<file path="src/logic/fixedPointPkg.sv">
package fixedPointPkg;

	//////////////////////////////////////////////////////////////////////
	// Codec word types
	//////////////////////////////////////////////////////////////////////

	// Signed 16 bit codec word
	typedef logic signed [15:0] word16;

	// Signed 32 bit codec long word
	typedef logic signed [31:0] word32;

	// Saturation limits
	parameter word16 MAX16 = 16'sh7FFF;
	parameter word16 MIN16 = 16'sh8000;
	parameter word32 MAX32 = 32'sh7FFF_FFFF;
	parameter word32 MIN32 = 32'sh8000_0000;

	//////////////////////////////////////////////////////////////////////
	// Basic operation opcodes
	//////////////////////////////////////////////////////////////////////

	// mult returns a 16 bit result
	// L_mult loads the accumulator, L_mac adds to it
	typedef enum logic [1:0]
	{
		opMult,
		opLMult,
		opLMac
	} mathOp;

	//////////////////////////////////////////////////////////////////////
	// Lag window coefficient tables
	//////////////////////////////////////////////////////////////////////

	// Entry 0 belongs to k = 1
	// High halves of the double precision coefficients
	parameter word16 LAG_HIGH [10] = '{
		16'sd32728,
		16'sd32619,
		16'sd32438,
		16'sd32187,
		16'sd31867,
		16'sd31480,
		16'sd31029,
		16'sd30517,
		16'sd29946,
		16'sd29321
	};

	// Low halves, already scaled to the codec's split format
	parameter word16 LAG_LOW [10] = '{
		16'sd11904,
		16'sd17280,
		16'sd30720,
		16'sd25856,
		16'sd24192,
		16'sd28992,
		16'sd24384,
		16'sd7360,
		16'sd19520,
		16'sd14784
	};

endpackage

</file>
<file path="src/logic/memoryMapPkg.sv">
package memoryMapPkg;

	//////////////////////////////////////////////////////////////////////
	// Scratch memory layout
	//////////////////////////////////////////////////////////////////////

	// Default scratch address width
	parameter int ADDR_BITS_DEFAULT = 12;

	// Autocorrelation words r(0) to r(10)
	parameter logic [11:0] AUTOCORR_R = 12'h040;

	// Windowed output r'(0) to r'(10)
	parameter logic [11:0] LAG_WINDOW_R_PRIME = 12'h050;

	// Coefficients per frame
	parameter int COEFF_COUNT = 11;

	//////////////////////////////////////////////////////////////////////
	// Lag window engine states
	//////////////////////////////////////////////////////////////////////

	typedef enum logic [3:0]
	{
		idle,
		readR,
		splitR,
		mpyHiHi,
		mpyHiLo,
		macHiLo,
		mpyLoHi,
		macLoHi,
		writeR
	} windowState;

endpackage

</file>
<file path="src/logic/busInterfaces.sv">
// Scratch memory port, one cycle read latency
interface memBus #(parameter int addrBits = 12);
	logic [addrBits-1:0] address;
	fixedPointPkg::word32 writeData;
	logic writeEnable;
	fixedPointPkg::word32 readData;

	// Engine or test port side
	modport master(output address, output writeData, output writeEnable, input readData);

	// RAM side
	modport memory(input address, input writeData, input writeEnable, output readData);
endinterface

// Basic operation request and result
interface mathBus;
	fixedPointPkg::mathOp op;
	fixedPointPkg::word16 operandA;
	fixedPointPkg::word16 operandB;
	logic issue;
	fixedPointPkg::word32 result;

	// Sequencer side
	modport client(output op, output operandA, output operandB, output issue, input result);

	// Arithmetic unit side
	modport unit(input op, input operandA, input operandB, input issue, output result);
endinterface

</file>
<file path="src/logic/lagWindow.sv">
module lagWindow
#(
	parameter int addrBits = 12
)
(
	input logic clk,
	input logic reset,
	input logic start,
	output logic done,
	memBus.master mem,
	mathBus.client math
);

	// Coefficient index width
	localparam int kBits = $clog2(memoryMapPkg::COEFF_COUNT);

	// Index of the final coefficient
	localparam logic [kBits-1:0] lastK = kBits'(memoryMapPkg::COEFF_COUNT - 1);

	memoryMapPkg::windowState state;

	// Coefficient being worked on
	logic [kBits-1:0] kIndex;

	// Table entry for k, only used when k is nonzero
	logic [kBits-1:0] coeffIdx;

	// Word read for k and its split halves
	fixedPointPkg::word32 rWord;
	fixedPointPkg::word16 rHigh;
	fixedPointPkg::word16 rLow;

	// Region addresses for k
	logic [addrBits-1:0] readAddress;
	logic [addrBits-1:0] writeAddress;

	assign coeffIdx = kIndex - 1'b1;
	assign readAddress = addrBits'(memoryMapPkg::AUTOCORR_R) + addrBits'(kIndex);
	assign writeAddress = addrBits'(memoryMapPkg::LAG_WINDOW_R_PRIME) + addrBits'(kIndex);

	// Low half of the double precision split
	function automatic fixedPointPkg::word16 lowHalf(input fixedPointPkg::word32 r);
		fixedPointPkg::word32 shifted;
		fixedPointPkg::word32 highPart;
		fixedPointPkg::word32 diff;
		shifted = r >>> 1;
		highPart = fixedPointPkg::word32'(fixedPointPkg::word16'(r[31:16])) <<< 15;
		diff = shifted - highPart;
		return diff[15:0];
	endfunction

	//////////////////////////////////////////////////////////////////////
	// Sequencer
	//////////////////////////////////////////////////////////////////////

	always_ff @(posedge clk)
	begin
		if (reset)
		begin
			state <= memoryMapPkg::idle;
			kIndex <= '0;
			done <= 1'b0;
		end
		else
		begin
			done <= 1'b0;
			case (state)
				memoryMapPkg::idle:
				begin
					// Start while busy never reaches here
					if (start)
					begin
						kIndex <= '0;
						state <= memoryMapPkg::readR;
					end
				end
				memoryMapPkg::readR:
					state <= memoryMapPkg::splitR;
				memoryMapPkg::splitR:
				begin
					// r(0) skips the multiply
					if (kIndex == '0)
						state <= memoryMapPkg::writeR;
					else
						state <= memoryMapPkg::mpyHiHi;
				end
				memoryMapPkg::mpyHiHi:
					state <= memoryMapPkg::mpyHiLo;
				memoryMapPkg::mpyHiLo:
					state <= memoryMapPkg::macHiLo;
				memoryMapPkg::macHiLo:
					state <= memoryMapPkg::mpyLoHi;
				memoryMapPkg::mpyLoHi:
					state <= memoryMapPkg::macLoHi;
				memoryMapPkg::macLoHi:
					state <= memoryMapPkg::writeR;
				memoryMapPkg::writeR:
				begin
					if (kIndex == lastK)
					begin
						done <= 1'b1;
						state <= memoryMapPkg::idle;
					end
					else
					begin
						kIndex <= kIndex + 1'b1;
						state <= memoryMapPkg::readR;
					end
				end
				default:
					state <= memoryMapPkg::idle;
			endcase
		end
	end

	// Capture r(k) as it arrives and split it
	always_ff @(posedge clk)
	begin
		if (state == memoryMapPkg::splitR)
		begin
			rWord <= mem.readData;
			rHigh <= mem.readData[31:16];
			rLow <= lowHalf(mem.readData);
		end
	end

	//////////////////////////////////////////////////////////////////////
	// Memory and arithmetic requests
	//////////////////////////////////////////////////////////////////////

	// Read address in every state but writeR
	assign mem.address = (state == memoryMapPkg::writeR) ? writeAddress : readAddress;
	assign mem.writeEnable = (state == memoryMapPkg::writeR);
	// r(0) is copied unchanged
	assign mem.writeData = (kIndex == '0) ? rWord : math.result;

	// Five step Mpy_32 sequence
	always_comb
	begin
		math.op = fixedPointPkg::opMult;
		math.operandA = '0;
		math.operandB = '0;
		math.issue = 1'b0;
		case (state)
			memoryMapPkg::mpyHiHi:
			begin
				// Loads the accumulator
				math.op = fixedPointPkg::opLMult;
				math.operandA = rHigh;
				math.operandB = fixedPointPkg::LAG_HIGH[coeffIdx];
				math.issue = 1'b1;
			end
			memoryMapPkg::mpyHiLo:
			begin
				math.op = fixedPointPkg::opMult;
				math.operandA = rHigh;
				math.operandB = fixedPointPkg::LAG_LOW[coeffIdx];
				math.issue = 1'b1;
			end
			memoryMapPkg::macHiLo, memoryMapPkg::macLoHi:
			begin
				// Cross term from the cycle before, times one
				math.op = fixedPointPkg::opLMac;
				math.operandA = math.result[15:0];
				math.operandB = 16'sd1;
				math.issue = 1'b1;
			end
			memoryMapPkg::mpyLoHi:
			begin
				math.op = fixedPointPkg::opMult;
				math.operandA = rLow;
				math.operandB = fixedPointPkg::LAG_HIGH[coeffIdx];
				math.issue = 1'b1;
			end
			default:
			begin
				math.issue = 1'b0;
			end
		endcase
	end

endmodule

</file>
<file path="src/flat_wrapper.sv">
// flat-port wrapper written by rule: the top's interface ports become plain ports
module lagWindow_flat 
#(
	parameter int addrBits = 12
)
  (clk, reset, start, done, mem_address, mem_writeData, mem_writeEnable, mem_readData, math_op, math_operandA, math_operandB, math_issue, math_result);
  memBus #(.addrBits(addrBits)) mem_i ();
  mathBus math_i ();
  input logic clk;
  input logic reset;
  input logic start;
  output logic done;
  output wire logic [$bits(mem_i.address)-1:0] mem_address;
  output wire logic [$bits(mem_i.writeData)-1:0] mem_writeData;
  output wire logic [$bits(mem_i.writeEnable)-1:0] mem_writeEnable;
  input wire logic [$bits(mem_i.readData)-1:0] mem_readData;
  output wire logic [$bits(math_i.op)-1:0] math_op;
  output wire logic [$bits(math_i.operandA)-1:0] math_operandA;
  output wire logic [$bits(math_i.operandB)-1:0] math_operandB;
  output wire logic [$bits(math_i.issue)-1:0] math_issue;
  input wire logic [$bits(math_i.result)-1:0] math_result;
  assign mem_address = mem_i.address;
  assign mem_writeData = mem_i.writeData;
  assign mem_writeEnable = mem_i.writeEnable;
  assign mem_i.readData = mem_readData;
  assign math_op = math_i.op;
  assign math_operandA = math_i.operandA;
  assign math_operandB = math_i.operandB;
  assign math_issue = math_i.issue;
  assign math_i.result = math_result;
  lagWindow #(.addrBits(addrBits)) u_core (.clk(clk), .reset(reset), .start(start), .done(done), .mem(mem_i), .math(math_i));
endmodule
</file>
<file path="config.mk">
export PLATFORM = sky130hd
export DESIGN_NAME = lagWindow_flat
export DESIGN_NICKNAME = d
export VERILOG_FILES = /design/src/logic/fixedPointPkg.sv /design/src/logic/memoryMapPkg.sv /design/src/logic/busInterfaces.sv /design/src/logic/lagWindow.sv /design/src/flat_wrapper.sv
export SDC_FILE = /design/constraint.sdc
export NUM_CORES = 1
export LEC_CHECK = 0
export ABC_CLOCK_PERIOD_IN_PS = 5600
export BUFFER_PORTS_ARGS = -buffer_cell sky130_fd_sc_hd__buf_4
export CAP_MARGIN = 20
export CORE_MARGIN = 1.5
export CORE_UTILIZATION = 45
export CTS_CLUSTER_SIZE = 25
export DETAILED_ROUTE_END_ITERATION = 7
export GPL_TIMING_DRIVEN = 0
export HOLD_SLACK_MARGIN = 0.08
export PLACE_DENSITY = 0.81
export SYNTH_ARGS = -nofsm -noshare
export SYNTH_HDL_FRONTEND = slang
export SYNTH_SLANG_ARGS = --single-unit
export TNS_END_PERCENT = 1
</file>
<file path="constraint.sdc">
create_clock -name clk -period 5.6 [get_ports clk]
set_input_delay 1.12 -clock clk [delete_from_list [all_inputs] [get_ports clk]]
set_output_delay 1.12 -clock clk [all_outputs]
set_load 0.05 [all_outputs]
</file>
# ---- After elaboration in Yosys (flattened, before gate mapping)
# Memory sizes are Yosys's and may differ from the RTL's.
# Cells that the tools add are included.
dict set report word_totals {
  memories 2
  ram_bits 0
  output_inout_bits 81
  regBits 73
  word_cells 54
  latchBits 0
  mem_bits_ro 512
}
dict set report op_classes {
  n_bitwise 2
  multipliers 0
  n_eq_ne 11
  reduce_logical 9
  div 0
  n_lt_le_gt_ge 1
  addsub 5
  n_mux 18
  n_shift 0
}
# memory words word_bits read_ports rd_clocked_by_memory_dff write_ports line
set memory_table {}
lappend memory_table {{(no name shown)} 16 16 1 0 0 lagWindow.sv:172} ;# math.operandB = fixedPointPkg::LAG_HIGH[coeffIdx];
lappend memory_table {{(no name shown)} 16 16 1 0 0 lagWindow.sv:157} ;# math.operandB = fixedPointPkg::LAG_LOW[coeffIdx];
# operator count
set ops {}
lappend ops {{$pmux W16 S3} 2}
lappend ops {{$mux W16} 4}
lappend ops {{$pmux W4 S9} 1}
lappend ops {{$mux W32} 1}
lappend ops {{$add A7 B4 Y8 const A} 2}
lappend ops {{$eq A4 B3 Y1 const B} 4}
lappend ops {{$mux W4} 4}
lappend ops {{$sub A16 B16 Y16} 1}
lappend ops {{$mux W12} 1}
lappend ops {{$eq A4 B2 Y1 const B} 2}
lappend ops {{$eq A4 B4 Y1 const B} 2}
lappend ops {{$logic_not A4 Y1} 2}
lappend ops {{$pmux W4 S2} 1}
lappend ops {{$reduce_or A2 Y1} 4}
lappend ops {{$ge A5 B5 Y1 const B} 1}
lappend ops {{$not A4 Y5} 1}
lappend ops {{$reduce_or A5 Y1} 1}
lappend ops {{$add A4 B1 Y4 const B} 1}
lappend ops {{$eq A4 B1 Y1 const B} 1}
lappend ops {{$ne A2 B2 Y1 const B} 2}
lappend ops {{$pmux W2 S2} 1}
lappend ops {{$sub A4 B1 Y4 const B} 1}
lappend ops {{$mux W1} 3}
lappend ops {{$reduce_and A3 Y1} 1}
lappend ops {{other kinds (2)} 2}

# ---- Longest topological paths before layout
dict set report depth {
  ltp_word 6
  depth_mapped 8
  mapped_depth_nobuf 7
}

# ---- Least setup slack after synthesis
# No wires, ideal clock.
dict set report synth_path {
  path_type {register -> output}
  from {reg u_core.kIndex[0]}
  to {out math_operandB[9]}
  t_arrival_ps 3547
  slack_ps 933
  stages_incl_launch_ff 8
  required_time_ps 4480
  path_cell_list {dfxtp_1 > inv_1 > ha_1 > ha_1 > clkbuf_1 > clkbuf_1 > mux2i_1 > o32ai_1}
}
dict set report synth_via {
  elab_chain_cells 6
  elab_cells_between_ends 9
}
# element line
set synth_lines {}
lappend synth_lines {{start: declaration} lagWindow.sv:23} ;# logic [kBits-1:0] kIndex;
lappend synth_lines {{start signal: assignment} lagWindow.sv:106} ;# kIndex <= kIndex + 1'b1;
lappend synth_lines {{$sub A4 B1 Y4 *} lagWindow.sv:37} ;# assign coeffIdx = kIndex - 1'b1;
lappend synth_lines {{$not A4 Y5 (implied by the code) *} {lagWindow.sv:150, lagWindow.sv:157, lagWindow.sv:172}}
lappend synth_lines {{$mem_v2 Z16 W16, on equally long branches} -}
lappend synth_lines {{$mux W16, on equally long branches (2 in series)} {lagWindow.sv:172, lagWindow.sv:157}}
lappend synth_lines {{$pmux W16 S3 *} lagWindow.sv:144} ;# case (state)
lappend synth_lines {{end: declaration} flat_wrapper.sv:19} ;# output wire logic [$bits(math_i.operandB)-1:0] math_operandB;
# Every way passes the cells marked *; elsewhere a longest branch is shown, timed or not. The select of a mux whose other input is x is not followed.

# ---- Worst setup path in the final report
dict set report layout_path {
  from {reg u_core.kIndex[1]}
  to {out math_operandB[9]}
}
# The elaborated chain is that of the path after synthesis.

==> impl_metrics.toml <==
[layout]
layout-drive-gt1-share = 0.3792
multi_input_area_sq_mm = 0.001353
post-route-util = 0.6813
regArea_sq_mm = 0.001141
nets = 554
area_growth_pct = 46.95
diodes = 0
fillers = 509

[pwr]
p_leak_nw = 1.996
clkPwrFrac = 0.187
seqPwrFrac = 0.353
power.density_mw_per_mm2 = 251.2
power.switching_w = 0.0004259
ir_drop_uv = 158.6
intPower_w = 0.0005814
pwr-share-comb = 0.460
swShare = 0.4228

[logic_synthesis]
synth_top_cell_area_share = 0.3521
synth_area_sq_mm = 0.002729
yosysWarnings = 0
synthArstFlopShare = 0
yosysSeqAreaShare = 0.4182
ys_ff_latch = 41
synthTopCellsByArea = "edfxtp_1 35%, nand2_1 14%, dfxtp_1 6.6%, a222oi_1 5.5%, ha_1 3.7%"
synth_cells = 322
synth-edff-count = 32
avgSynthCellArea_sq_um = 8.475
synth_top_cell_by_area = "edfxtp_1"
yosysMostFrequentCell = "nand2_1"
yosys_most_used_dff = "edfxtp_1"
synthTopCellsByCount = "102 x nand2_1, 32 x edfxtp_1, 21 x inv_1"
yosysUniqueCellTypes = 55

[critical_path]
crit_slowest_cell = "dfxtp_1"
critical_path.top_delay_family = "buffers and inverters"
arrival_ns = 3.17
crit_path_max_fanout = 11
slowest_delay_ns = 0.57
crit_path_start_kind = "flop"
worstSetupPathType = "reg -> out"
path_buf_inv = 4
crit_path_cell_trace = "inv_1, ha_1, ha_1, clkbuf_1, clkbuf_1, mux2i_1, o32ai_1, buf_4"
cp-end-kind = "primary output"
crit_required_ns = 4.48

[drt]
drcViolationCount = 0
vias_per_cell = 5.443
drtIter0Drc = 287
ant_nets = 0
vias = 3021
drt-total-wl_mm = 8.863
drt-pass1-iter-count = 5
wl_per_cell_um = 15.97

[timing]
setup_viol = 0
rsz0062_at_grt = "false"
slew_violations = 0
hold_violations = 0
fmax_ghz = 0.2332
tightest_slew_ns = 0.5648
hold_ws_ns = 0.6380
clock_skew_ns = 0.004579
slew_headroom = 0.6183
fin_crit_sh = 0.7656
min_period_ns = 4.288

[place]
dpl.hpwl_mm = 6.865
place.port_buffers = 139
gp_congestion = 0.9588

[clocking]
root_buffer = "clkbuf_8"
cts_tree = "built"
path_clk_slew_ns = 0.08
clock-sinks = 41
cts_resized = 0
cts_buffers = 5
postCtsHoldBufs = 0
cts-htree-levels = 2
insertion_delay_ns = 0.29
ctsLongestPathBuffers = 2
postCtsSetupRepairBufs = 0

[global_route]
grt_antenna_before_repair = 0
grtUsageTotal = 0.2704
grt-ovfl-total = 0
grt_pass1_wl_mm = 13.47
grt_start_max_net_pins = 12
grt_pass1_vias = 2907

[floorplanning]
io_pins = 148
dieArea_sq_mm = 0.006540
start_util = 0.4636
die_w_um = 80.87
die_h_um = 80.87
rows = 28
fp.coreArea_sq_mm = 0.005886

[hold_path]
worstHoldPathType = "reg -> reg"

[job]
drv_cap = 0

[outcome]
status = "complete, no violations"
placed cells by master, fill, tap and decap left out, types with 3 or more instances in the layout:
cell type	instances
nand2_1	102
o21ai_0	7
a222oi_1	15
nor3_1	4
edfxtp_1	32
nor2_1	12
a31oi_1	4
buf_2	5
o31ai_1	4
nand2b_1	4
dfxtp_1	9
a21oi_1	16
nand4_1	3
ha_1	8
buf_4	156
conb_1	8
clkbuf_8	5
and3_1	3
inv_1	21
clkbuf_1	15
per-layer routing:
metal,wire [um],vias to the layer above,GRT usage,share of wire
met5,0,-,0,0
met4,163,0,0.1138,0.018
met3,866,18,0.06854,0.098
met2,4500,176,0.4642,0.51
met1,3332,1392,0.3202,0.38
li1,-,1435,-,-
logic make-up after synthesis:
| kind of cell | Yosys count | synth area share |
|---|---|---|
| AO/OA/AOI/OAI | 64 | 0.1784 |
| multiplexers | 3 | 0.01146 |
| adder cells (fa/ha/maj) | 8 | 0.03668 |
| flip-flops | 41 | 0.4182 |
| other | 2 | 0.002752 |
| XOR/XNOR | 4 | 0.01284 |
| AND/OR/NAND/NOR | 148 | 0.2430 |
| buffers and inverters | 52 | 0.09674 |
area by class of cell:
class	count	area share
multi-input combinational	235	0.3373
sequential	41	0.2846
timing repair buffer	144	0.2690
buffer	31	0.04618
tap	75	0.02340
clock buffer	8	0.01997
inverter	21	0.01966
power groups by stage:
stage	sequential, W	combinational [W]	clock (W)
floorplan	0.000363	0.000306	0
global placement	0.000363	0.000452	0
detailed placement	0.000362	0.000460	0
CTS	0.000355	0.000462	0.000189
global route	0.000357	0.000490	0.000203
finish	0.000355	0.000464	0.000189
state kept, by name, summed over array words and instances, names as in the netlist:
| signal | flops |
|---|---|
| u_core.state | 4 |
| u_core.rWord | 2 |
| u_core.kIndex | 4 |
| u_core.rLow | 15 |
| u_core.rHigh | 15 |
| u_core.done | 1 |
metrics by stage:
stage	area, sq um	setup WS (ns)	setup TNS (ns)	std cells	power (W)
floorplan	2751	0.9326	0	328	0.0006699
global placement	3889	-0.2602	-8.285	542	0.0008146
detailed placement	3930	1.700	0	547	0.0008217
CTS	4010	1.367	0	555	0.001006
global route	4010	1.053	0	555	0.001050
finish	4010	1.312	0	555	0.001007
final timing paths:
| path | from | end | slack, ns | depth (start not counted) |
|---|---|---|---|---|
| max | u_core.kIndex[1] | math_operandB[9] | 1.31 | 8 |
| min | u_core.kIndex[1] | u_core.kIndex[1] | 0.64 | 2 |
| max reg2reg | u_core.kIndex[1] | u_core.state[3] | 3.27 | 6 |
| min reg2reg | u_core.kIndex[1] | u_core.kIndex[1] | 0.64 | 2 |
tightest hold or removal path, stage by stage (launching register included):
cell	delay, ns
dfxtp_1	0.44
nand2_1	0.10
a21oi_1	0.05
No activity file was read; power rests on OpenSTA's default activity.
