[config.mk]
export PLATFORM = sky130hd
export DESIGN_NAME = basicOpUnit_flat
export DESIGN_NICKNAME = d
export VERILOG_FILES = /design/src/logic/fixedPointPkg.sv /design/src/logic/busInterfaces.sv /design/src/logic/basicOpUnit.sv /design/src/flat_wrapper.sv
export SDC_FILE = /design/constraint.sdc
export NUM_CORES = 1
export LEC_CHECK = 0
export ABC_AREA = 1
export BUFFER_PORTS_ARGS = -buffer_cell sky130_fd_sc_hd__buf_2
export CORE_ASPECT_RATIO = 0.6
export CORE_MARGIN = 5
export CORE_UTILIZATION = 38
export DETAILED_ROUTE_END_ITERATION = 12
export MAX_ROUTING_LAYER = met4
export PLACE_DENSITY_LB_ADDON = 0.08
export SYNTH_ARGS = -nofsm -noshare
export SYNTH_HDL_FRONTEND = slang
export SYNTH_SLANG_ARGS = --single-unit
[constraint.sdc]
create_clock -name clk -period 10.95 [get_ports clk]
set_input_delay 0.5475 -clock clk [delete_from_list [all_inputs] [get_ports clk]]
set_output_delay 0.5475 -clock clk [all_outputs]
set_load 0.05 [all_outputs]
[src/logic/fixedPointPkg.sv]
package fixedPointPkg;

	//////////////////////////////////////////////////////////////////////
	// Codec word types
	//////////////////////////////////////////////////////////////////////

	// Signed 16 bit codec word
	typedef logic signed [15:0] word16;

	// Signed 32 bit codec long word
	typedef logic signed [31:0] word32;

	// Saturation limits
	parameter word16 MAX16 = 16'sh7FFF;
	parameter word16 MIN16 = 16'sh8000;
	parameter word32 MAX32 = 32'sh7FFF_FFFF;
	parameter word32 MIN32 = 32'sh8000_0000;

	//////////////////////////////////////////////////////////////////////
	// Basic operation opcodes
	//////////////////////////////////////////////////////////////////////

	// mult returns a 16 bit result
	// L_mult loads the accumulator, L_mac adds to it
	typedef enum logic [1:0]
	{
		opMult,
		opLMult,
		opLMac
	} mathOp;

	//////////////////////////////////////////////////////////////////////
	// Lag window coefficient tables
	//////////////////////////////////////////////////////////////////////

	// Entry 0 belongs to k = 1
	// High halves of the double precision coefficients
	parameter word16 LAG_HIGH [10] = '{
		16'sd32728,
		16'sd32619,
		16'sd32438,
		16'sd32187,
		16'sd31867,
		16'sd31480,
		16'sd31029,
		16'sd30517,
		16'sd29946,
		16'sd29321
	};

	// Low halves, already scaled to the codec's split format
	parameter word16 LAG_LOW [10] = '{
		16'sd11904,
		16'sd17280,
		16'sd30720,
		16'sd25856,
		16'sd24192,
		16'sd28992,
		16'sd24384,
		16'sd7360,
		16'sd19520,
		16'sd14784
	};

endpackage

[src/logic/busInterfaces.sv]


// Basic operation request and result
interface mathBus;
	fixedPointPkg::mathOp op;
	fixedPointPkg::word16 operandA;
	fixedPointPkg::word16 operandB;
	logic issue;
	fixedPointPkg::word32 result;

	// Sequencer side
	modport client(output op, output operandA, output operandB, output issue, input result);

	// Arithmetic unit side
	modport unit(input op, input operandA, input operandB, input issue, output result);
endinterface

[src/logic/basicOpUnit.sv]
module basicOpUnit
(
	input logic clk,
	input logic reset,
	mathBus.unit math
);

	// Running sum for L_mult and L_mac
	fixedPointPkg::word32 accumulator;

	// Next values, worked out before the edge
	fixedPointPkg::word32 nextAccumulator;
	fixedPointPkg::word32 nextResult;

	//////////////////////////////////////////////////////////////////////
	// Saturating basic operations
	//////////////////////////////////////////////////////////////////////

	// Clamp a long value into 16 bits
	function automatic fixedPointPkg::word16 sat16(input fixedPointPkg::word32 value);
		if (value > fixedPointPkg::word32'(fixedPointPkg::MAX16))
			return fixedPointPkg::MAX16;
		if (value < fixedPointPkg::word32'(fixedPointPkg::MIN16))
			return fixedPointPkg::MIN16;
		return value[15:0];
	endfunction

	// mult is the product shifted down by 15
	function automatic fixedPointPkg::word16 mult(input fixedPointPkg::word16 a,
		input fixedPointPkg::word16 b);
		fixedPointPkg::word32 product;
		product = a * b;
		// Only min times min overflows here
		return sat16(product >>> 15);
	endfunction

	// L_mult doubles the product
	function automatic fixedPointPkg::word32 lMult(input fixedPointPkg::word16 a,
		input fixedPointPkg::word16 b);
		fixedPointPkg::word32 product;
		product = a * b;
		// 0x4000_0000 only from min times min
		if (product == 32'sh4000_0000)
			return fixedPointPkg::MAX32;
		return product <<< 1;
	endfunction

	// L_add with saturation on overflow
	function automatic fixedPointPkg::word32 lAdd(input fixedPointPkg::word32 a,
		input fixedPointPkg::word32 b);
		logic signed [32:0] sum;
		sum = {a[31], a} + {b[31], b};
		// Top two bits disagree on overflow
		if (sum[32] != sum[31])
			return sum[32] ? fixedPointPkg::MIN32 : fixedPointPkg::MAX32;
		return sum[31:0];
	endfunction

	//////////////////////////////////////////////////////////////////////
	// Operation select
	//////////////////////////////////////////////////////////////////////

	always_comb
	begin
		nextAccumulator = accumulator;
		nextResult = accumulator;
		case (math.op)
			fixedPointPkg::opLMult:
			begin
				nextAccumulator = lMult(math.operandA, math.operandB);
				nextResult = nextAccumulator;
			end
			fixedPointPkg::opLMac:
			begin
				nextAccumulator = lAdd(accumulator, lMult(math.operandA, math.operandB));
				nextResult = nextAccumulator;
			end
			default:
			begin
				// mult leaves the accumulator alone
				nextResult = fixedPointPkg::word32'(mult(math.operandA, math.operandB));
			end
		endcase
	end

	// Accumulator is cleared by reset
	always_ff @(posedge clk)
	begin
		if (reset)
		begin
			accumulator <= '0;
		end
		else if (math.issue)
		begin
			accumulator <= nextAccumulator;
		end
	end

	// Result holds until the next issue
	always_ff @(posedge clk)
	begin
		if (math.issue)
		begin
			math.result <= nextResult;
		end
	end

endmodule

[src/flat_wrapper.sv]
// flat-port wrapper written by rule: the top's interface ports become plain ports
module basicOpUnit_flat 
  (clk, reset, math_op, math_operandA, math_operandB, math_issue, math_result);
  mathBus math_i ();
  input logic clk;
  input logic reset;
  input wire logic [$bits(math_i.op)-1:0] math_op;
  input wire logic [$bits(math_i.operandA)-1:0] math_operandA;
  input wire logic [$bits(math_i.operandB)-1:0] math_operandB;
  input wire logic [$bits(math_i.issue)-1:0] math_issue;
  output wire logic [$bits(math_i.result)-1:0] math_result;
  assign math_i.op = math_op;
  assign math_i.operandA = math_operandA;
  assign math_i.operandB = math_operandB;
  assign math_i.issue = math_issue;
  assign math_result = math_i.result;
  basicOpUnit u_core (.clk(clk), .reset(reset), .math(math_i));
endmodule
Yosys cells after proc, flatten, opt, wreduce, memory -nomap -nowiden. Index checks and enable logic that the tools add are counted. W data, S select, Z words.

Latch bits: 0. Bits in read-only memories: 0. Register bits: 64. Input port bits: 37. RAM bits: 0. Memories: 0. Logic and storage cells: 36.

Eq/ne operators: 4. Multiply operators: 1. $lt $le $gt $ge: 2. Bitwise logic cells: 0. Shift-type cells: 0. Reductions and logical operators: 3. Add/sub/neg operators: 1. Multiplexer cells: 23. Div/mod/pow operators: 0.

Operator list (number): $mux W32 (7); $pmux W32 S2 (2); $mux W16 (4); $add A32 B32 Y33 (1); $eq A32 B32 Y1 const B (1); $mul A16 B16 Y32 (1); $gt A17 B16 Y1 const B (1); $lt A17 B16 Y1 const B (1); $mux W1 (10); $eq A2 B1 Y1 const B (1); $eq A2 B2 Y1 const B (1); $reduce_and A2 Y1 (1); $reduce_bool A2 Y1 (1); $reduce_or A2 Y1 (1); $ne A1 B1 Y1 (1).

Longest topological paths before layout. Gate-level depths: netlist (run 1).

Word-level depth: 12. Gate-level depth with buffers: 51. Depth with buffers taken out: 48.

Least setup slack after synthesis (run 1). Ideal clock, no wire load.

Kind: input -> register. Start: input port math_operandB[3]. End: register u_core.math.result[21], data pin. Setup time: 264 ps. Stages on the path: 43. Data arrival time: 8161 ps. Setup slack: 2525 ps. Path buffers: 4. Cells stage by stage: clkbuf_1 -> clkbuf_1 -> nand2_1 -> inv_1 -> fa_1 -> fa_1 -> fa_1 -> fa_1 -> inv_1 -> fa_1 -> inv_1 -> fa_1 -> ha_1 -> inv_1 -> nor3_2 -> nand2_1 -> nor3_1 -> nand2_2 -> [7 not listed] -> inv_1 -> fa_1 -> o21ai_1 -> nand3_1 -> nand2_1 -> nand2_1 -> nand2_1 -> nand3_1 -> nand2_1 -> nand2_1 -> nand4_1 -> buf_4 -> buf_4 -> nand3_1 -> nand2_1 -> nand2_1 -> nand2_1 -> nand2_1.

Word-level cells in the longest chain between the ends: 12. Elaborated cells between the ends (all ways): 26. Those cells by class: add/sub: 1; mul: 1; order compare: 2; eq/ne: 2; mux: 20.

RTL lines: start: declaration (line flat_wrapper.sv:9) `input wire logic [$bits(math_i.operandB)-1:0] math_operandB;`; $mul A16 B16 Y32 * (line basicOpUnit.sv:32, basicOpUnit.sv:41); $eq A32 B32 Y1 (line basicOpUnit.sv:43) `if (product == 32'sh4000_0000)`; $mux W1 (line basicOpUnit.sv:43); $mux W1 (line basicOpUnit.sv:67) `case (math.op)`; $mux W32 (line basicOpUnit.sv:45) `return product <<< 1;`; $mux W32 (line basicOpUnit.sv:67); $add A32 B32 Y33 (line basicOpUnit.sv:52) `sum = {a[31], a} + {b[31], b};`; $ne A1 B1 Y1 (line basicOpUnit.sv:54) `if (sum[32] != sum[31])`; $mux W1 (line basicOpUnit.sv:54); $mux W1 (line basicOpUnit.sv:67); $mux W32 (line basicOpUnit.sv:56) `return sum[31:0];`; $pmux W32 S2 * (line basicOpUnit.sv:67); via u_core.nextResult[21] (line basicOpUnit.sv:13) `fixedPointPkg::word32 nextResult;`; end signal: assignment (line basicOpUnit.sv:104) `math.result <= nextResult;`; end: declaration (line busInterfaces.sv:15) `modport unit(input op, input operandA, input operandB, input issue, output result);`.

The timed path passes the listed nets; every way through them passes the cells marked *. The select of a mux whose other input is x is not followed. A chain may end at the register's enable or synchronous reset.

Worst setup path in the final report (run 1).
Start: input port math_operandB[1]. End: register u_core.math.result[9], data pin.

Same word-level chain as after synthesis.

==> results_dict.tcl, run 1 <==
set metrics [dict create \
    status "completed" \
    grt.total_usage 0.2453 \
    synth_async_sr_flop_share 0 \
    groute.layer.met3.usage 0.07686 \
    syn-cell-area_sq_mm 0.01689 \
    synth_fa_ha_area_frac 0.3977 \
    dieArea_sq_mm 0.04889 \
    cp_num_buf_inv 7 \
    grt-ovfl-total 0 \
    coreArea_sq_mm 0.04363 \
    drtAntennaViolNets 0 \
    slowest_stage "nor2_2" \
    ios 69 \
    start_util 0.3870 \
    cpPeakStageDelay_ns 0.70 \
    synth-main-ff-cell "edfxtp_1" \
    crit_path_frequent_cell "nand2_1" \
    startpoint "math_operandB[1]" \
    setup_viol 0 \
    num_rows 59 \
    hold_violations 0 \
    fillCellCount 4638 \
    vias_per_cell 5.010 \
    maxCapViolations 0 \
    post_drt_wl_per_cell_um 19.10 \
    synth_xor_area_frac 0.02060 \
    r2r_slack_ns 7.04 \
    dr.pass1.iters 6 \
    grt_pass1_wl_mm 90.42 \
    arrival_ns 10.62 \
    fmax_ghz 0.09601 \
    synth_seq_cells 64 \
    syn_to_final_growth_pct 7.254 \
    critPathLaunchType "input pin" \
    via_count 15011 \
    syn_inst 2396 \
    synthMuxAreaShare 0 \
    r2r_start "u_core.accumulator[0]" \
    root_buffer "clkbuf_16" \
    hold_class "in2reg" \
    cp_top_family "simple AND/OR/NAND/NOR gates" \
    slew_violations 0 \
    drive_gt1_frac 0.08606 \
    syn_area_per_cell_sq_um 7.048 \
    grt_max_degree 51 \
    syn_nets 2812 \
    post_cts_buffers 0 \
    num_antenna_cells 0 \
    drc_errors 0 \
    numCtsBuffers 9 \
    fin_skew_ns 0.01069 \
    ys_seq_area_frac 0.09484 \
    end_kind "flip-flop" \
    path_class "in2reg" \
    post_cts_resize_count 0 \
    synth_compound_area_frac 0.07061 \
    grtUsageMet2 0.2841 \
    path_clk_slew_ns 0.07 \
    setup_tns_ns 0 \
    required_ns 11.15 \
    layout_min_cycle_time_ns 10.42 \
    nets 2828 \
    yosys_warnings 0 \
    htreeDepth 3 \
    grt_busiest_layer "met1" \
    port_buffers 68 \
    finalCritPeriodShare 0.9512 \
    synth_top_family_by_area "adder cells" \
    die_y_um 173.3 \
    gp_congestion 1.017 \
    ctsHoldBuffers 0 \
    die_x_um 282.1 \
    synth_edf_count 32 \
    rsz0062_at_grt "false" \
    max-slew-margin-rel 0.1155 \
    synth.distinct_cells 46 \
    dpl.hpwl_mm 48.18 \
    yosys.area_share.simple 0.2607 \
    grt_antenna_before_repair 0 \
    clkLatencyLatePin_ns 0.36 \
    min_from "reset" \
    first_global_vias 15059 \
    dr.first_iter.drc_count 1505 \
    grt_use_met1 0.4129 \
    cts.sinks 64 \
    clk_path_buf_depth 2 \
    cts_tree "done" \
    wirelength_mm 57.23 \
    worstMarginPinSlew_ns 1.325 \
    crit_fanout 16 \
]
-- Yosys cell counts, drive strengths merged (25+ instances only) --
library cell    n  share of area
nand2         773           0.19
inv           588           0.13
fa            263           0.31
a21oi         117          0.036
ha            116          0.086
nor2          100          0.025
nand3          87          0.028
clkbuf         69          0.015
o21ai          69          0.020
dfxtp          32          0.038
edfxtp         32          0.057
buf            25         0.0090
-- metrics by stage --
stage	cell area (sq um)	utilization	hold WS, ns	setup WS [ns]	cells
5_1_grt	18110	0.4151	0.4025	0.09555	2996
4_1_cts	18090	0.4147	0.3943	0.5111	2994
3_5_place_dp	17790	0.4079	0.4760	0.1689	2978
2_1_floorplan	16890	-	0.4436	2.525	2396
3_3_place_gp	17790	0.4079	0.4698	0.2683	2978
6_report	18110	0.4151	0.4164	0.5348	2996
-- metal layers --
| layer | up-vias | share of wire |
|---|---|---|
| li1 | 7110 | - |
| met1 | 7217 | 0.54 |
| met5 | - | 0 |
| met2 | 658 | 0.33 |
| met4 | 0 | 0.0046 |
| met3 | 26 | 0.12 |
-- state kept, by name, summed over array words and instances, names as in the netlist --
register,cells
u_core.accumulator,32
u_core.math.result,32
-- cell usage in the layout, fill, tap and decap left out, types with 4 or more instances in the layout --
cell / netlist / layout
a21boi_0: 4 / 4
a21o_1: 10 / 10
a21oi_1: 112 / 112
a21oi_2: 5 / 5
a31oi_1: 7 / 7
buf_2: 17 / 68
buf_4: 2 / 26
clkbuf_16: 0 / 9
dfxtp_1: 32 / 32
edfxtp_1: 32 / 32
fa_1: 263 / 263
ha_1: 116 / 116
inv_1: 576 / 576
inv_2: 12 / 12
nand2_1: 722 / 722
nand2_2: 23 / 23
nand2_4: 28 / 28
nand3_1: 82 / 82
nand3_2: 4 / 4
nand4_1: 22 / 22
nor2_1: 92 / 91
nor2_2: 4 / 6
nor2_4: 3 / 4
nor3_1: 13 / 13
nor3_2: 4 / 4
o21ai_0: 67 / 67
o21bai_1: 8 / 8
or2_2: 4 / 4
xnor2_1: 15 / 15
xor2_1: 21 / 21
-- final timing paths --
check                                to  cells after the start
setup / recovery  u_core.math.result[9]                     42
hold / removal    u_core.accumulator[0]                      2
setup reg to reg  u_core.math.result[9]                     18
hold reg to reg   u_core.accumulator[0]                      2
-- logic make-up (layout without fill, tap and decap cells) --
group | Yosys count | count (layout)
DFF | 64 | 64
xor gates and xnor gates | 38 | 38
buffers and inverters | 684 | 703
AOI/OAI and AO/OA | 219 | 219
adders and majority gates | 379 | 379
and+or+nand+nor | 1012 | 1014
-- layout make-up --
type / count / area, sq um / share of cell area
timing repair buffer: 97 / 595.6 / 0.03288
clock buffer: 9 / 225.2 / 0.01244
multi-input combinational: 1650 / 12680 / 0.7000
inverter: 590 / 2215 / 0.1223
clock inverter: 7 / 71.32 / 0.003938
tap: 579 / 724.4 / 0.04000
sequential: 64 / 1602 / 0.08843
Power of run 1 is not shown: default switching activity piles up to over one toggle a cycle in this logic, so the estimate is an artifact.
==> run 2: changes to the inputs <==
Settings changed: ABC_AREA 1 to 0, SLEW_MARGIN set to 20.
==> run 2 against run 1 <==
  * Register-to-register slack got worse by 0.03 ns
  * Synthesized area fell by 7.9%
  * Sequential cell count did not move
  * Global-route usage fell by 2.5 points
  * Critical path type unchanged
  * Critical endpoint is now u_core.math.result[12]
==> results_dict.tcl, run 2 <==
set metrics [dict create \
    status "completed" \
    yosys_warnings 0 \
    drc_errors 0 \
    layout.cells.most_common_list "inv_1 (315), fa_1 (261), nand2_1 (188)" \
    grt-ovfl-total 0 \
    synth_edf_count 32 \
    critPathLaunchType "input pin" \
    vias_per_cell 5.349 \
    end_kind "flip-flop" \
    clkLatencyLatePin_ns 0.35 \
    slowest_stage "fa_1" \
    ys_seq_area_frac 0.1030 \
    maxCapViolations 0 \
    setup_viol 0 \
    numCtsBuffers 9 \
    startpoint "math_operandA[7]" \
    synth-main-ff-cell "edfxtp_1" \
    synthTopCellsByCount "inv_1 (315), fa_1 (263), nand2_1 (188), and2_1 (133), ha_1 (116)" \
    whs_path_depth 2 \
    grt_pass1_wl_mm 76.58 \
    path_class "in2reg" \
    path_clk_slew_ns 0.06 \
    num_rows 57 \
    crit_fanout 19 \
    worstMarginPinSlew_ns 1.028 \
    grt_antenna_before_repair 0 \
    ctsHoldBuffers 0 \
    r2r_start "u_core.accumulator[0]" \
    finalCritPeriodShare 0.9515 \
    first_global_vias 13210 \
    via_count 12694 \
    start_util 0.3845 \
    synth_top_area_cell "fa_1" \
    htreeDepth 3 \
    clk_path_buf_depth 2 \
    slew_violations 0 \
    synth.distinct_cells 81 \
    syn_to_final_growth_pct 8.763 \
    wirelength_mm 46.95 \
    num_antenna_cells 0 \
    syn_area_per_cell_sq_um 8.691 \
    yosysMostFrequentCell "inv_1" \
    gp_congestion 0.9581 \
    top_regs "u_core.accumulator (32), u_core.math.result (32)" \
    arrival_ns 10.51 \
    root_buffer "clkbuf_16" \
    layout_min_cycle_time_ns 10.42 \
    drive_gt1_frac 0.09718 \
    cpPeakStageDelay_ns 0.55 \
    hold_violations 0 \
    dr.first_iter.drc_count 1010 \
    hold_class "reg2reg" \
    die_x_um 271.1 \
    setup_tns_ns 0 \
    max-slew-margin-rel 0.3139 \
    post_drt_wl_per_cell_um 19.78 \
    port_buffers 68 \
    crit_path_frequent_cell "fa_1" \
    post_cts_resize_count 0 \
    required_ns 11.05 \
    fin_util 0.4182 \
    ios 69 \
    dr.pass1.iters 5 \
    min_from "u_core.accumulator[7]" \
    synth_top_area_share 0.3386 \
    post_cts_buffers 0 \
    drtAntennaViolNets 0 \
    dpl.hpwl_mm 38.66 \
    grt.total_usage 0.2206 \
    die_y_um 166.7 \
    syn_nets 2205 \
    fmax_ghz 0.09598 \
    coreArea_sq_mm 0.04044 \
    rsz0062_at_grt "false" \
    grt_max_degree 37 \
    synth_async_sr_flop_share 0 \
    syn-cell-area_sq_mm 0.01555 \
    cts_tree "done" \
    yosys-top-cells-area "fa_1 (34%), ha_1 (9.3%), inv_1 (7.6%)" \
    nets 2253 \
    fillCellCount 4120 \
    cts.sinks 64 \
    synth_seq_cells 64 \
    r2r_cells 14 \
    fin_skew_ns 0.007921 \
    mostFrequentLayoutCell "inv_1" \
    dieArea_sq_mm 0.04520 \
    syn_inst 1789 \
]
run 2: cell types whose count changed in the layout (fill, tap and decap cells not counted), sizes merged, moves of 18 or more:
cell    delta
and2     +129
nand3     -65
o21ai     +29
a211oi    +27
nand2    -585
nand4     -18
a21oi     -45
inv      -274
or2       +22
xnor2     +18
run 2: routing by layer:
metal	global-route usage	wire, um	vias up
met5	-	0	-
met4	0.03033	527	0
met3	0.03653	2999	36
met2	0.2994	18820	349
met1	0.3500	24600	6399
li1	-	-	5910
run 2: worst paths after layout:
path	to	slack, ns
min	u_core.accumulator[7]	0.50
max reg2reg	u_core.math.result[30]	7.01
max	u_core.math.result[12]	0.53
min reg2reg	u_core.accumulator[7]	0.50
run 2: critical path, delay by kind of cell:
family | cells | cell delay [ns]
AO/OA/AOI/OAI | 13 | 3.34
adder cells (fa/ha/maj) | 8 | 3.68
buffers and inverters | 10 | 1.34
AND/OR/NAND/NOR | 7 | 1.59
run 2: final cells by class:
type                            instances  area, sq um  share of cell area
Clock inverter                          5        56.30            0.003329
Clock buffer                           11        242.7             0.01435
Inverter                              315         1182             0.06992
Sequential cell                        64         1602             0.09470
Timing Repair Buffer                  111        713.2             0.04217
Tap cell                              531        664.4             0.03929
Multi-Input combinational cell       1336        12450              0.7362
run 2: per-stage QoR:
| step | hold slack (ns) | worst slack (ns) | instances | area (sq um) |
|---|---|---|---|---|
| CTS | 0.4985 | 0.3569 | 2373 | 16880 |
| detailed placement | 0.4822 | 0.005726 | 2357 | 16590 |
| floorplan | 0.4506 | 1.029 | 1789 | 15550 |
| global route | 0.5079 | 0.04025 | 2373 | 16910 |
| global placement | 0.4751 | 0.1332 | 2357 | 16590 |
| finish | 0.5018 | 0.5310 | 2373 | 16910 |
run 2: logic make-up (layout without fill, tap and decap cells):
family          after synthesis  after routing  synth area share
simple gates                542            542            0.1745
buf+inv                     389            442           0.09809
fa+ha+maj                   379            379            0.4320
compound gates              357            357            0.1585
flops                        64             64            0.1030
xor+xnor                     55             55           0.03187
mux                           3              3          0.002092
Power of run 2 is left out for the same reason.
==> run 3: changes to the inputs <==
Settings changed: CTS_BUF_LIST set to sky130_fd_sc_hd__clkbuf_8, GPL_TIMING_DRIVEN set to 0.
==> run 3 against run 2 <==
  * Non-clock buffer count up 47
  * Via count up 3.7%
  * Final cell count rose by 2.0%
  * Clock skew increased by 0.012 ns
  * Global-route usage up 2.4 points
  * Final area is 2.1% higher
  * Sequential cell count is the same
  * Wire length rose by 11%
  * Setup slack got worse by 0.15 ns
  * Core utilization rose by 0.86 points
  * Worst hold slack improved by 0.00051 ns
  * Register-to-register slack better by 0.09 ns
==> results_dict.tcl, run 3 (same netlist as run 2, synthesis figures left out) <==
set metrics [dict create \
    slew_violations 0 \
    hold_class "reg2reg" \
    fin_skew_ns 0.01957 \
    r2r_start "u_core.accumulator[0]" \
    hold_violations 0 \
    grt_antenna_before_repair 3 \
    drtAntennaViolNets 0 \
    cpPeakStageDelay_ns 0.70 \
    max-slew-margin-rel 0.3834 \
    mostFrequentLayoutCell "inv_1" \
    dieArea_sq_mm 0.04520 \
    critPathLaunchType "input pin" \
    dpl.hpwl_mm 43.97 \
    nets 2300 \
    syn_to_final_growth_pct 11.01 \
    setup_slack_ns 0.3762 \
    multi_input_area_sq_mm 0.01266 \
    root_buffer "clkbuf_8" \
    grt_pass1_wl_mm 82.79 \
    cts.sinks 64 \
    r2r_end "u_core.math.result[3]" \
    gp_congestion 0.9642 \
    drive_gt1_frac 0.1228 \
    clk_path_buf_depth 2 \
    maxCapViolations 0 \
    cts_tree "done" \
    start_util 0.3845 \
    grt.total_usage 0.2446 \
    grt_max_degree 35 \
    via_count 13161 \
    finalCritPeriodShare 0.9656 \
    vias_per_cell 5.436 \
    die_y_um 166.7 \
    num_rows 57 \
    seqCellArea_sq_mm 0.001602 \
    status "completed" \
    required_ns 11.06 \
    coreArea_sq_mm 0.04044 \
    path_clk_slew_ns 0.08 \
    crit_fanout 10 \
    top_regs "u_core.accumulator (32), u_core.math.result (32)" \
    path_class "in2reg" \
    end_kind "flip-flop" \
    die_x_um 271.1 \
    fmax_ghz 0.09457 \
    fillCellCount 4156 \
    htreeDepth 3 \
    clkLatencyLatePin_ns 0.39 \
    place_ws_ns -1.875 \
    post_drt_wl_per_cell_um 21.53 \
    dr.first_iter.drc_count 990 \
    grt-ovfl-total 0 \
    slowest_stage "fa_2" \
    setup_tns_ns 0 \
    numCtsBuffers 9 \
    wirelength_mm 52.13 \
    worstMarginPinSlew_ns 0.9167 \
    r2r_cells 13 \
    layout_min_cycle_time_ns 10.57 \
    ctsHoldBuffers 0 \
    first_global_vias 13660 \
    dr.pass1.iters 5 \
    arrival_ns 10.69 \
    setup_viol 0 \
    crit_path_frequent_cell "fa_1" \
    layout.cells.most_common_list "inv_1 (317), fa_1 (261), nand2_1 (188)" \
    drc_errors 0 \
    ios 69 \
    port_buffers 68 \
    worstSetupEndpoint "u_core.math.result[3]" \
    startpoint "math_operandB[3]" \
    r2r_slack_ns 7.10 \
]
[run 3: changes by cell type in the layout (fill, tap and decap cells not counted), moves of 7 or more]
cell / delta
clkbuf_8: +11
clkbuf_2: +14
buf_4: -17
clkbuf_16: -9
a21oi_2: +7
clkbuf_1: +20
clkbuf_4: +11
a21oi_1: -7
buf_2: +13
buf_6: +7
[run 3: worst min-delay path by stage]
stage / from / end / slack [ns] / cells after the start
floorplan: u_core.accumulator[18] / u_core.accumulator[18] / 0.45 / 2
global placement: u_core.accumulator[18] / u_core.accumulator[18] / 0.47 / 2
detailed placement: u_core.accumulator[18] / u_core.accumulator[18] / 0.48 / 2
CTS: u_core.accumulator[18] / u_core.accumulator[18] / 0.49 / 2
global route: u_core.accumulator[4] / u_core.accumulator[4] / 0.52 / 2
finish: u_core.accumulator[9] / u_core.accumulator[9] / 0.50 / 2
[run 3: worst max-delay path: cells and delay by family]
kind / cells / cell delay, ns
fa+ha+maj: 8 / 3.66
buf+inv: 11 / 1.80
compound gates: 9 / 2.41
simple gates: 9 / 2.04
xor+xnor: 1 / 0.20
[run 3: what timing repair did]
action | in CTS | in global routing
endpoints found under the setup margin | 64 | 64
setup buffers | 7 | 13
resized for setup | 47 | 60
pin swaps | 5 | 13
[run 3: layout make-up]
type / instances / area share
diodes: 1 / 0.0001450
plain buffers: 70 / 0.02349
clock buffers: 12 / 0.009569
clock inverters: 4 / 0.003914
inverters: 315 / 0.06850
multi-input cells: 1336 / 0.7332
flip-flops and latches: 64 / 0.09279
well taps: 531 / 0.03849
repair buffers: 88 / 0.02987
[run 3: metal layers]
metal,part of all wire,track usage,vias up
met3,0.096,0.06716,28
met4,0.0072,0.02302,0
li1,-,-,6006
met2,0.38,0.3171,449
met1,0.52,0.3881,6678
met5,0,-,-
[run 3: metrics by stage]
stage	cell area [sq um]	cells	hold WS, ns	util
after floorplan	15550	1789	0.4506	-
after global placement	16550	2388	0.4680	0.4094
after global routing	17260	2420	0.5211	0.4268
final	17260	2421	0.5023	0.4268
after CTS	16990	2411	0.4924	0.4202
after detailed placement	16550	2388	0.4812	0.4094
Power of run 3 is left out for the same reason.
